$ cat config.mk
export PLATFORM = sky130hd
export DESIGN_NAME = flash_xip_top
export DESIGN_NICKNAME = d
export VERILOG_FILES = /design/src/source/flash_pkg.sv /design/src/source/flash_xip_top.sv /design/src/source/axil_flash_port.sv /design/src/source/flash_reader.sv
export VERILOG_INCLUDE_DIRS = /design/src /design/src/source
export SDC_FILE = /design/constraint.sdc
export NUM_CORES = 1
export LEC_CHECK = 0
export BUFFER_PORTS_ARGS = -buffer_cell sky130_fd_sc_hd__buf_2
export CAP_MARGIN = 20
export CELL_PAD_IN_SITES_DETAIL_PLACEMENT = 0
export CELL_PAD_IN_SITES_GLOBAL_PLACEMENT = 1
export CORE_AREA = 2 2 125 187
export CTS_CLUSTER_DIAMETER = 60
export CTS_CLUSTER_SIZE = 16
export DETAILED_ROUTE_END_ITERATION = 10
export DIE_AREA = 0 0 127 189
export GPL_ROUTABILITY_DRIVEN = 0
export PLACE_DENSITY_LB_ADDON = 0.1
export SYNTH_ARGS = -nofsm -noshare
export SYNTH_HDL_FRONTEND = slang
export SYNTH_HIERARCHICAL = 1
export SYNTH_SLANG_ARGS = --single-unit
$ cat constraint.sdc
create_clock -name clk -period 4.3 [get_ports clk]
set_clock_uncertainty 0.05 [all_clocks]
set_input_delay 0.645 -clock clk [delete_from_list [all_inputs] [get_ports clk]]
set_output_delay 0.645 -clock clk [all_outputs]
set_load 0.05 [all_outputs]
$ cat src/source/flash_params.svh
// Default build settings for the SPI flash execute-in-place port.
// Include wherever the I/O mode or the bus widths are needed.

`ifndef FLASH_PARAMS_SVH
`define FLASH_PARAMS_SVH

// 1 selects the dual-I/O read (BB), 0 the single-line read (03).
`define FLASH_DUAL_IO 1

// Byte address width of the flash space, 16 MB.
`define FLASH_ADDR_W 24

// Width of one word as seen on the AXI side.
`define FLASH_DATA_W 32

`endif
$ cat src/source/flash_pkg.sv
// Shared types for the SPI flash execute-in-place port.
// Compile before every module that imports it.

package flash_pkg;

    // Reader sequence. Each value names the slot that is set up next.
    typedef enum logic [3:0] {
        SEQ_CMD,
        SEQ_ADDR_HI,
        SEQ_ADDR_MID,
        SEQ_ADDR_LO,
        SEQ_MODE,
        SEQ_FIRST,
        SEQ_BYTE1,
        SEQ_BYTE2,
        SEQ_BYTE3,
        SEQ_WORD
    } flash_seq_e;

    typedef enum logic [7:0] {
        CMD_READ         = 8'h03,  // Single-line read.
        CMD_DUAL_IO_READ = 8'hBB   // Address and data on io1:0.
    } flash_cmd_e;

    typedef enum logic [1:0] {
        RESP_OKAY   = 2'b00,
        RESP_SLVERR = 2'b10
    } axi_resp_e;

endpackage

$ cat src/source/flash_xip_top.sv
// Execute-in-place port onto an SPI NOR flash.
// AXI4-Lite slave on one side, flash pins on the other; io lines 3:2 stay idle.

`timescale 1ns/1ps
`include "flash_params.svh"

module flash_xip_top #(
    parameter bit dual_io = `FLASH_DUAL_IO
) (
    input  logic                     clk,
    input  logic                     reset,
    // AXI4-Lite slave
    input  logic                     awvalid,
    output logic                     awready,
    input  logic [`FLASH_ADDR_W-1:0] awaddr,
    input  logic                     wvalid,
    output logic                     wready,
    input  logic [`FLASH_DATA_W-1:0] wdata,
    input  logic [3:0]               wstrb,
    output logic                     bvalid,
    input  logic                     bready,
    output logic [1:0]               bresp,
    input  logic                     arvalid,
    output logic                     arready,
    input  logic [`FLASH_ADDR_W-1:0] araddr,
    output logic                     rvalid,
    input  logic                     rready,
    output logic [`FLASH_DATA_W-1:0] rdata,
    output logic [1:0]               rresp,
    // Flash pins
    output logic                     flash_csn,
    output logic                     flash_clk,
    output logic [3:0]               flash_io_out,
    output logic [3:0]               flash_io_oe,
    input  logic [3:0]               flash_io_in
);
    logic                     session;
    logic [`FLASH_ADDR_W-1:0] session_addr;
    logic                     keep_streaming;
    logic                     word_valid;
    logic [`FLASH_DATA_W-1:0] word_data;

    axil_flash_port port (
        .clk            (clk),
        .reset          (reset),
        .awvalid        (awvalid),
        .awready        (awready),
        .awaddr         (awaddr),
        .wvalid         (wvalid),
        .wready         (wready),
        .wdata          (wdata),
        .wstrb          (wstrb),
        .bvalid         (bvalid),
        .bready         (bready),
        .bresp          (bresp),
        .arvalid        (arvalid),
        .arready        (arready),
        .araddr         (araddr),
        .rvalid         (rvalid),
        .rready         (rready),
        .rdata          (rdata),
        .rresp          (rresp),
        .session        (session),
        .session_addr   (session_addr),
        .keep_streaming (keep_streaming),
        .word_valid     (word_valid),
        .word_data      (word_data)
    );

    flash_reader #(
        .dual_io (dual_io)
    ) reader (
        .clk            (clk),
        .reset          (reset),
        .session        (session),
        .session_addr   (session_addr),
        .keep_streaming (keep_streaming),
        .word_valid     (word_valid),
        .word_data      (word_data),
        .flash_csn      (flash_csn),
        .flash_clk      (flash_clk),
        .flash_io_out   (flash_io_out),
        .flash_io_oe    (flash_io_oe),
        .flash_io_in    (flash_io_in)
    );

endmodule

$ cat src/source/axil_flash_port.sv
// AXI4-Lite read slave in front of the flash reader.
// Keeps one prefetched word and the reader session open for sequential reads.
// Every write is answered with SLVERR once both aw and w have arrived.

`timescale 1ns/1ps
`include "flash_params.svh"

module axil_flash_port (
    input  logic                     clk,
    input  logic                     reset,
    input  logic                     awvalid,
    output logic                     awready,
    input  logic [`FLASH_ADDR_W-1:0] awaddr,
    input  logic                     wvalid,
    output logic                     wready,
    input  logic [`FLASH_DATA_W-1:0] wdata,
    input  logic [3:0]               wstrb,
    output logic                     bvalid,
    input  logic                     bready,
    output logic [1:0]               bresp,
    input  logic                     arvalid,
    output logic                     arready,
    input  logic [`FLASH_ADDR_W-1:0] araddr,
    output logic                     rvalid,
    input  logic                     rready,
    output logic [`FLASH_DATA_W-1:0] rdata,
    output logic [1:0]               rresp,
    output logic                     session,
    output logic [`FLASH_ADDR_W-1:0] session_addr,
    output logic                     keep_streaming,
    input  logic                     word_valid,
    input  logic [`FLASH_DATA_W-1:0] word_data
);
    import flash_pkg::*;

    localparam logic [`FLASH_ADDR_W-1:0] word_step = 'd4;

    logic [`FLASH_ADDR_W-1:0] next_addr;  // Word the reader delivers next.
    logic [`FLASH_ADDR_W-1:0] slot_addr;
    logic [`FLASH_DATA_W-1:0] slot_data;
    logic [`FLASH_ADDR_W-1:0] ar_word;
    logic slot_valid;
    logic live;
    logic pend;
    logic ks_q;
    logic ar_fire, slot_hit, flight_hit, restart;
    logic word_in, take_slot, word_to_r, fill_slot;
    logic aw_got, w_got, aw_fire, w_fire, write_done;

    // ------------------------------------------------------------------
    // Read path
    // ------------------------------------------------------------------
    assign arready    = !rvalid && !pend;
    assign ar_fire    = arvalid && arready;
    assign ar_word    = {araddr[`FLASH_ADDR_W-1:2], 2'b00};
    assign slot_hit   = slot_valid && (slot_addr == ar_word);
    assign flight_hit = live && (next_addr == ar_word);
    assign restart    = ar_fire && !slot_hit && !flight_hit;
    assign word_in    = word_valid && session;  // Stale words during a restart drop out.

    assign take_slot = ar_fire && slot_hit;
    assign word_to_r = word_in && ((ar_fire && flight_hit) || (!ar_fire && pend));
    assign fill_slot = word_in && (take_slot || (!ar_fire && !pend && !slot_valid));

    // The next word may only be started while there is room for it.
    assign keep_streaming = !slot_valid || ar_fire;

    assign rresp = RESP_OKAY;

    always_ff @(posedge clk) begin
        if (reset) begin
            session      <= 1'b0;
            session_addr <= '0;
            next_addr    <= '0;
            live         <= 1'b0;
            pend         <= 1'b0;
            ks_q         <= 1'b0;
            slot_valid   <= 1'b0;
            rvalid       <= 1'b0;
        end else begin
            ks_q <= keep_streaming;  // Value the reader saw at the end of the word.

            if (restart) begin
                session      <= 1'b0;  // One cycle low aborts the old session.
                session_addr <= ar_word;
            end else if (pend) begin
                session <= 1'b1;
            end

            if (restart) begin
                next_addr <= ar_word;
                live      <= 1'b1;
            end else if (word_in) begin
                next_addr <= next_addr + word_step;
                if (!ks_q) begin
                    live <= 1'b0;
                end
            end

            if (restart || (ar_fire && flight_hit && !word_in)) begin
                pend <= 1'b1;
            end else if (word_to_r) begin
                pend <= 1'b0;
            end

            if (fill_slot) begin
                slot_valid <= 1'b1;
            end else if (ar_fire) begin
                slot_valid <= 1'b0;
            end

            if (take_slot || word_to_r) begin
                rvalid <= 1'b1;
            end else if (rready) begin
                rvalid <= 1'b0;
            end
        end
    end

    always_ff @(posedge clk) begin
        if (take_slot) begin
            rdata <= slot_data;
        end else if (word_to_r) begin
            rdata <= word_data;
        end
        if (fill_slot) begin
            slot_data <= word_data;
            slot_addr <= next_addr;
        end
    end

    // ------------------------------------------------------------------
    // Write rejection
    // ------------------------------------------------------------------
    assign awready    = !aw_got;
    assign wready     = !w_got;
    assign aw_fire    = awvalid && awready;
    assign w_fire     = wvalid && wready;
    assign write_done = (aw_got || aw_fire) && (w_got || w_fire) && (!bvalid || bready);
    assign bresp      = RESP_SLVERR;

    always_ff @(posedge clk) begin
        if (reset) begin
            aw_got <= 1'b0;
            w_got  <= 1'b0;
            bvalid <= 1'b0;
        end else if (write_done) begin
            aw_got <= 1'b0;
            w_got  <= 1'b0;
            bvalid <= 1'b1;
        end else begin
            if (aw_fire) aw_got <= 1'b1;
            if (w_fire) w_got <= 1'b1;
            if (bready) bvalid <= 1'b0;
        end
    end

    // Checks
    rdata_held: assert property (
        @(posedge clk) disable iff (reset)
        rvalid && !rready |=> rvalid && $stable(rdata)
    );

    session_aligned: assert property (
        @(posedge clk) disable iff (reset)
        session |-> session_addr[1:0] == 2'b00
    );

    write_payload_held: assert property (
        @(posedge clk) disable iff (reset)
        (awvalid && !awready |=> awvalid && $stable(awaddr)) and
        (wvalid && !wready |=> wvalid && $stable({wdata, wstrb}))
    );

endmodule

$ cat src/source/flash_reader.sv
// Bit-level SPI NOR read engine.
// Holding session high opens a read at session_addr and streams 32-bit words
// out on word_valid for as long as keep_streaming is high at the end of each word.
// The flash clock runs at half the system clock.

`timescale 1ns/1ps
`include "flash_params.svh"

module flash_reader #(
    parameter bit dual_io = `FLASH_DUAL_IO
) (
    input  logic                     clk,
    input  logic                     reset,
    input  logic                     session,
    input  logic [`FLASH_ADDR_W-1:0] session_addr,
    input  logic                     keep_streaming,
    output logic                     word_valid,
    output logic [`FLASH_DATA_W-1:0] word_data,
    output logic                     flash_csn,
    output logic                     flash_clk,
    output logic [3:0]               flash_io_out,
    output logic [3:0]               flash_io_oe,
    input  logic [3:0]               flash_io_in
);
    import flash_pkg::*;

    localparam logic [3:0] io_cycles = dual_io ? 4'd4 : 4'd8;  // Flash clocks per byte.
    localparam flash_cmd_e read_cmd  =
        flash_cmd_e'(dual_io ? CMD_DUAL_IO_READ : CMD_READ);

    flash_seq_e seq;
    logic [7:0] shift_buf;
    logic [3:0] bit_cnt;
    logic [3:0] oe_cnt;
    logic       cmd_phase;
    logic       closed;
    logic       wide;
    logic       oe_on;

    // The command byte always goes out on io0, even in dual mode.
    assign wide  = dual_io && !cmd_phase;
    assign oe_on = (oe_cnt != 4'd0);

    // ------------------------------------------------------------------
    // Serial engine
    // ------------------------------------------------------------------
    always_ff @(posedge clk) begin
        word_valid <= 1'b0;
        if (reset || !session) begin
            seq          <= SEQ_CMD;
            bit_cnt      <= 4'd0;
            oe_cnt       <= 4'd0;
            cmd_phase    <= 1'b0;
            closed       <= 1'b0;
            flash_csn    <= 1'b1;
            flash_clk    <= 1'b1;
            flash_io_out <= 4'd0;
            flash_io_oe  <= 4'd0;
        end else if (closed) begin
            // Session ended by the port, wait here for session to drop.
            flash_csn   <= 1'b1;
            flash_clk   <= 1'b1;
            flash_io_oe <= 4'd0;
        end else begin
            flash_csn <= 1'b0;
            if (bit_cnt != 4'd0) begin
                if (flash_clk) begin
                    flash_clk <= 1'b0;  // Falling edge, drive the next bits.
                    if (wide) begin
                        flash_io_out <= {2'b00, shift_buf[7:6]};
                        flash_io_oe  <= {2'b00, oe_on, oe_on};
                    end else begin
                        flash_io_out <= {3'b000, shift_buf[7]};
                        flash_io_oe  <= {3'b000, oe_on};
                    end
                    if (oe_on) begin
                        oe_cnt <= oe_cnt - 4'd1;
                    end
                end else begin
                    flash_clk <= 1'b1;  // Rising edge, sample.
                    if (wide) begin
                        shift_buf <= {shift_buf[5:0], flash_io_in[1:0]};
                    end else begin
                        shift_buf <= {shift_buf[6:0], flash_io_in[1]};
                    end
                    bit_cnt <= bit_cnt - 4'd1;
                end
            end else begin
                case (seq)
                    SEQ_CMD: begin
                        shift_buf <= read_cmd;
                        bit_cnt   <= 4'd8;
                        oe_cnt    <= 4'd8;
                        cmd_phase <= 1'b1;
                        seq       <= SEQ_ADDR_HI;
                    end
                    SEQ_ADDR_HI: begin
                        shift_buf <= session_addr[23:16];
                        bit_cnt   <= io_cycles;
                        oe_cnt    <= io_cycles;
                        cmd_phase <= 1'b0;
                        seq       <= SEQ_ADDR_MID;
                    end
                    SEQ_ADDR_MID: begin
                        shift_buf <= session_addr[15:8];
                        bit_cnt   <= io_cycles;
                        oe_cnt    <= io_cycles;
                        seq       <= SEQ_ADDR_LO;
                    end
                    SEQ_ADDR_LO: begin
                        shift_buf <= session_addr[7:0];
                        bit_cnt   <= io_cycles;
                        oe_cnt    <= io_cycles;
                        seq       <= dual_io ? SEQ_MODE : SEQ_FIRST;
                    end
                    SEQ_MODE: begin
                        // Mode bits M7-0 of zero, last nibble left for turnaround.
                        shift_buf <= 8'h00;
                        bit_cnt   <= 4'd4;
                        oe_cnt    <= 4'd3;
                        seq       <= SEQ_FIRST;
                    end
                    SEQ_FIRST: begin
                        bit_cnt     <= io_cycles;
                        oe_cnt      <= 4'd0;
                        flash_io_oe <= 4'd0;  // Flash owns the bus from here on.
                        seq         <= SEQ_BYTE1;
                    end
                    SEQ_BYTE1: begin
                        word_data[7:0] <= shift_buf;  // Byte at the word address.
                        bit_cnt        <= io_cycles;
                        seq            <= SEQ_BYTE2;
                    end
                    SEQ_BYTE2: begin
                        word_data[15:8] <= shift_buf;
                        bit_cnt         <= io_cycles;
                        seq             <= SEQ_BYTE3;
                    end
                    SEQ_BYTE3: begin
                        word_data[23:16] <= shift_buf;
                        bit_cnt          <= io_cycles;
                        seq              <= SEQ_WORD;
                    end
                    SEQ_WORD: begin
                        word_data[31:24] <= shift_buf;
                        word_valid       <= 1'b1;
                        if (keep_streaming) begin
                            bit_cnt <= io_cycles;  // Straight on with the next word.
                            seq     <= SEQ_BYTE1;
                        end else begin
                            closed <= 1'b1;
                        end
                    end
                    default: begin
                        seq <= SEQ_CMD;
                    end
                endcase
            end
        end
    end

    // ------------------------------------------------------------------
    // Checks
    // ------------------------------------------------------------------
    word_needs_select: assert property (
        @(posedge clk) disable iff (reset)
        word_valid |-> !flash_csn
    );

    data_slot_released: assert property (
        @(posedge clk) disable iff (reset)
        seq inside {SEQ_BYTE1, SEQ_BYTE2, SEQ_BYTE3, SEQ_WORD} |-> flash_io_oe == 4'd0
    );

    clock_idle_deselected: assert property (
        @(posedge clk) disable iff (reset)
        flash_csn && $past(flash_csn) |-> flash_clk && $stable(flash_clk)
    );

endmodule

==> impl_metrics.csv <==
group,metric,value,unit
sta,finalSetupTns,0,ns
drt,postRouteWirelength,20.7,mm
synthesis,yosysUniqueCellTypes,66,
grt,grt_start_max_net_pins,77,
die,num_rows,67,
synthesis,synth_warnings,6,
synthesis,synthFlopType,"edfxtp_1",
die,fp.dieArea,24000,µm²
cts,clk_transition_reported_paths,0.07,ns
power,cellLeakagePower,3.44,nW
final_layout,antenna_cells,0,
drt,viasPerCell,5.20,
cts,htree_levels,4,
sta,drv_slew,0,
cts,cts_tree,"yes",
cts,clock_sinks,200,
grt,gr-total-overflow,0,
cts,postCtsResizedCells,0,
die,start_util,0.395,
synthesis,synth-edff-count,126,
placed_design,io_buffers,73,
drt,vias,5724,
synthesis,synth.yosys.seq_area_share,0.597,
sta,hold_viol_final,0,
sta,min_period,2.82,ns
sta,worst_pin_slew,0.901,ns
final_layout,final_util,0.446,
grt,grt_usage,0.177,
drt,drc,0,
die,design.core.area,22300,µm²
setup_path,cp-end-kind,"register",
sta,setup_viol,0,
sta,max_freq,354,MHz
die,ios,146,
outcome,status,"completed",
sta,slew_headroom,0.394,
drt,first_pass_iters,4,
final_layout,area_growth,12.9,%
sta,rsz0062_at_grt,"no",
power,ir_drop,268,µV
synthesis,synthCells,755,
power,power_density,388,nW/µm²
final_layout,final_common_cell,"edfxtp_1",
drt,avgRoutedWirePerCell,18.8,µm
grt,first_global_vias,5889,
die,die_w,127,µm
drt,ant_nets,0,
synthesis,yosys_register_bits,200,
run,cap_viol_max_count,0,
grt,grt_first_pass_wirelength,32.6,mm
cts,cts_buffer_depth,2,
worst_hold_path,hold_class,"register to register",
cts,cts_root_buffer,"clkbuf_16",
sta,finalCritPeriodShare,0.656,
setup_path,crit_path_max_fanout,16,
cts,ctsHoldBuffers,0,
synthesis,async_flop_share,0,
final_layout,nets,912,
placed_design,hpwl,14.8,mm
synthesis,syn-cell-area,8810,µm²
grt,antenna_found_initial,0,
setup_path,critPathLaunchType,"register",
setup_path,critical_path_class,"register to register",
setup_path,cp.arrival,2.84,ns
cts,cts_buffers,17,
synthesis,avgSynthCellArea,11.7,µm²
drt,drtIter0Drc,311,
cts,clk-insertion-delay-late,0.44,ns
die,die_h,189,µm
final_layout,layout_common_cells,"edfxtp_1 (126), nand2_1 (117), dfxtp_1 (74), buf_2 (73), xnor2_1 (49)",
cts,postCtsSetupBuffers,0,
final_layout,drive_gt1_frac,0.190,
setup_path,crit_required,4.32,ns
[layout make-up]
class / count / area (µm²)
Sequential cell: 200 / 5270
Clock buffer: 17 / 425
Fill cell: 2165 / 12400
Tap cell: 276 / 345
Timing Repair Buffer: 88 / 490
Inverter: 7 / 26.3
Clock inverter: 13 / 123
Multi-Input combinational cell: 500 / 3270
[final timing paths]
check / from / cells past startpoint / end / slack [ns]
hold / removal: reader/word_data[29] / 0 / port/slot_data[29] / 0.40
setup / recovery: reader/bit_cnt[1] / 4 / reader/word_data[10] / 1.48
setup reg to reg: reader/bit_cnt[1] / 4 / reader/word_data[10] / 1.48
hold reg to reg: reader/word_data[29] / 0 / port/slot_data[29] / 0.40
[worst max-delay path, stage by stage, from the launching register on]
cell and delay (ns):
dfxtp_1 0.41, or4_1 0.88, nor3_4 0.33, nand3_2 0.12, nor3b_2 0.66
[report_power, final]
part	internal (mW)	total (mW)	switching (mW)
clock network	0.798	1.51	0.712
logic	0.0949	0.243	0.148
registers	2.06	2.10	0.0458
total	2.95	3.86	0.906
[cell families (layout without fill, tap and decap cells)]
kind of cell,after synthesis,in the layout,synth area share
XOR/XNOR,66,66,0.0656
multiplexers,18,18,0.0216
AO/OA/AOI/OAI,124,124,0.105
AND/OR/NAND/NOR,279,279,0.169
adder cells (fa/ha/maj),3,3,0.00426
flip-flops,200,200,0.597
other,3,10,0.00128
buffers and inverters,62,125,0.0365
[synth_stat cells (3+ instances only)]
cell / n / area (µm²)
mux2i_1: 10 / 100
o21a_1: 4 / 30.0
buf_2: 10 / 50.1
a21oi_1: 21 / 105
nor4_1: 6 / 37.5
nand3_1: 10 / 50.1
o22ai_1: 4 / 25.0
nand3b_1: 3 / 22.5
buf_4: 12 / 90.1
and2_1: 4 / 25.0
nand2_1: 117 / 439
inv_1: 7 / 26.3
ha_1: 3 / 37.5
and3_1: 8 / 50.1
conb_1: 3 / 11.3
nor3_1: 12 / 60.1
nor2b_1: 4 / 25.0
nor4_2: 3 / 37.5
o31ai_1: 8 / 60.1
buf_6: 4 / 45.0
clkbuf_1: 27 / 101
xor2_1: 17 / 149
o31ai_2: 17 / 213
dfxtp_1: 74 / 1480
o21ai_0: 27 / 135
edfxtp_1: 126 / 3780
a22o_1: 6 / 52.6
xnor2_1: 49 / 429
o21ai_1: 8 / 40.0
nand2b_1: 27 / 169
a22oi_1: 8 / 60.1
nand4_1: 17 / 106
nand4b_1: 22 / 193
mux2_2: 8 / 90.1
a211oi_1: 4 / 30.0
or3_1: 5 / 31.3
nor2_1: 25 / 93.8
[sequential cells by signal, summed over array words and instances (netlist names), 2 cells and up]
register / cells
port/rdata: 32
port/session_addr: 22
port/slot_addr: 22
reader/flash_io_oe: 2
reader/seq: 4
reader/word_data: 32
port/slot_data: 32
port/next_addr: 22
reader/flash_io_out: 2
reader/oe_cnt: 4
reader/bit_cnt: 4
reader/shift_buf: 8
[routing by layer]
layer | track usage | vias up | routed length, µm
li1 | - | 2833 | -
met1 | 0.195 | 2743 | 8260
met2 | 0.327 | 114 | 11100
met3 | 0.0333 | 34 | 560
met4 | 0.0837 | 0 | 789
met5 | 0 | - | 0
[stage by stage]
step	area [µm²]	setup WS, ns	hold slack, ns	instances	power (mW)
after detailed placement	9400	1.25	0.384	1071	2.39
after floorplan	8840	0.783	0.353	762	2.31
final	9950	1.48	0.400	1101	3.86
after global placement	9390	1.29	0.383	1070	2.39
after CTS	9950	1.41	0.398	1101	3.91
after global routing	9950	1.26	0.410	1101	4.00
Note: power is estimated with default switching activity, not from simulation.
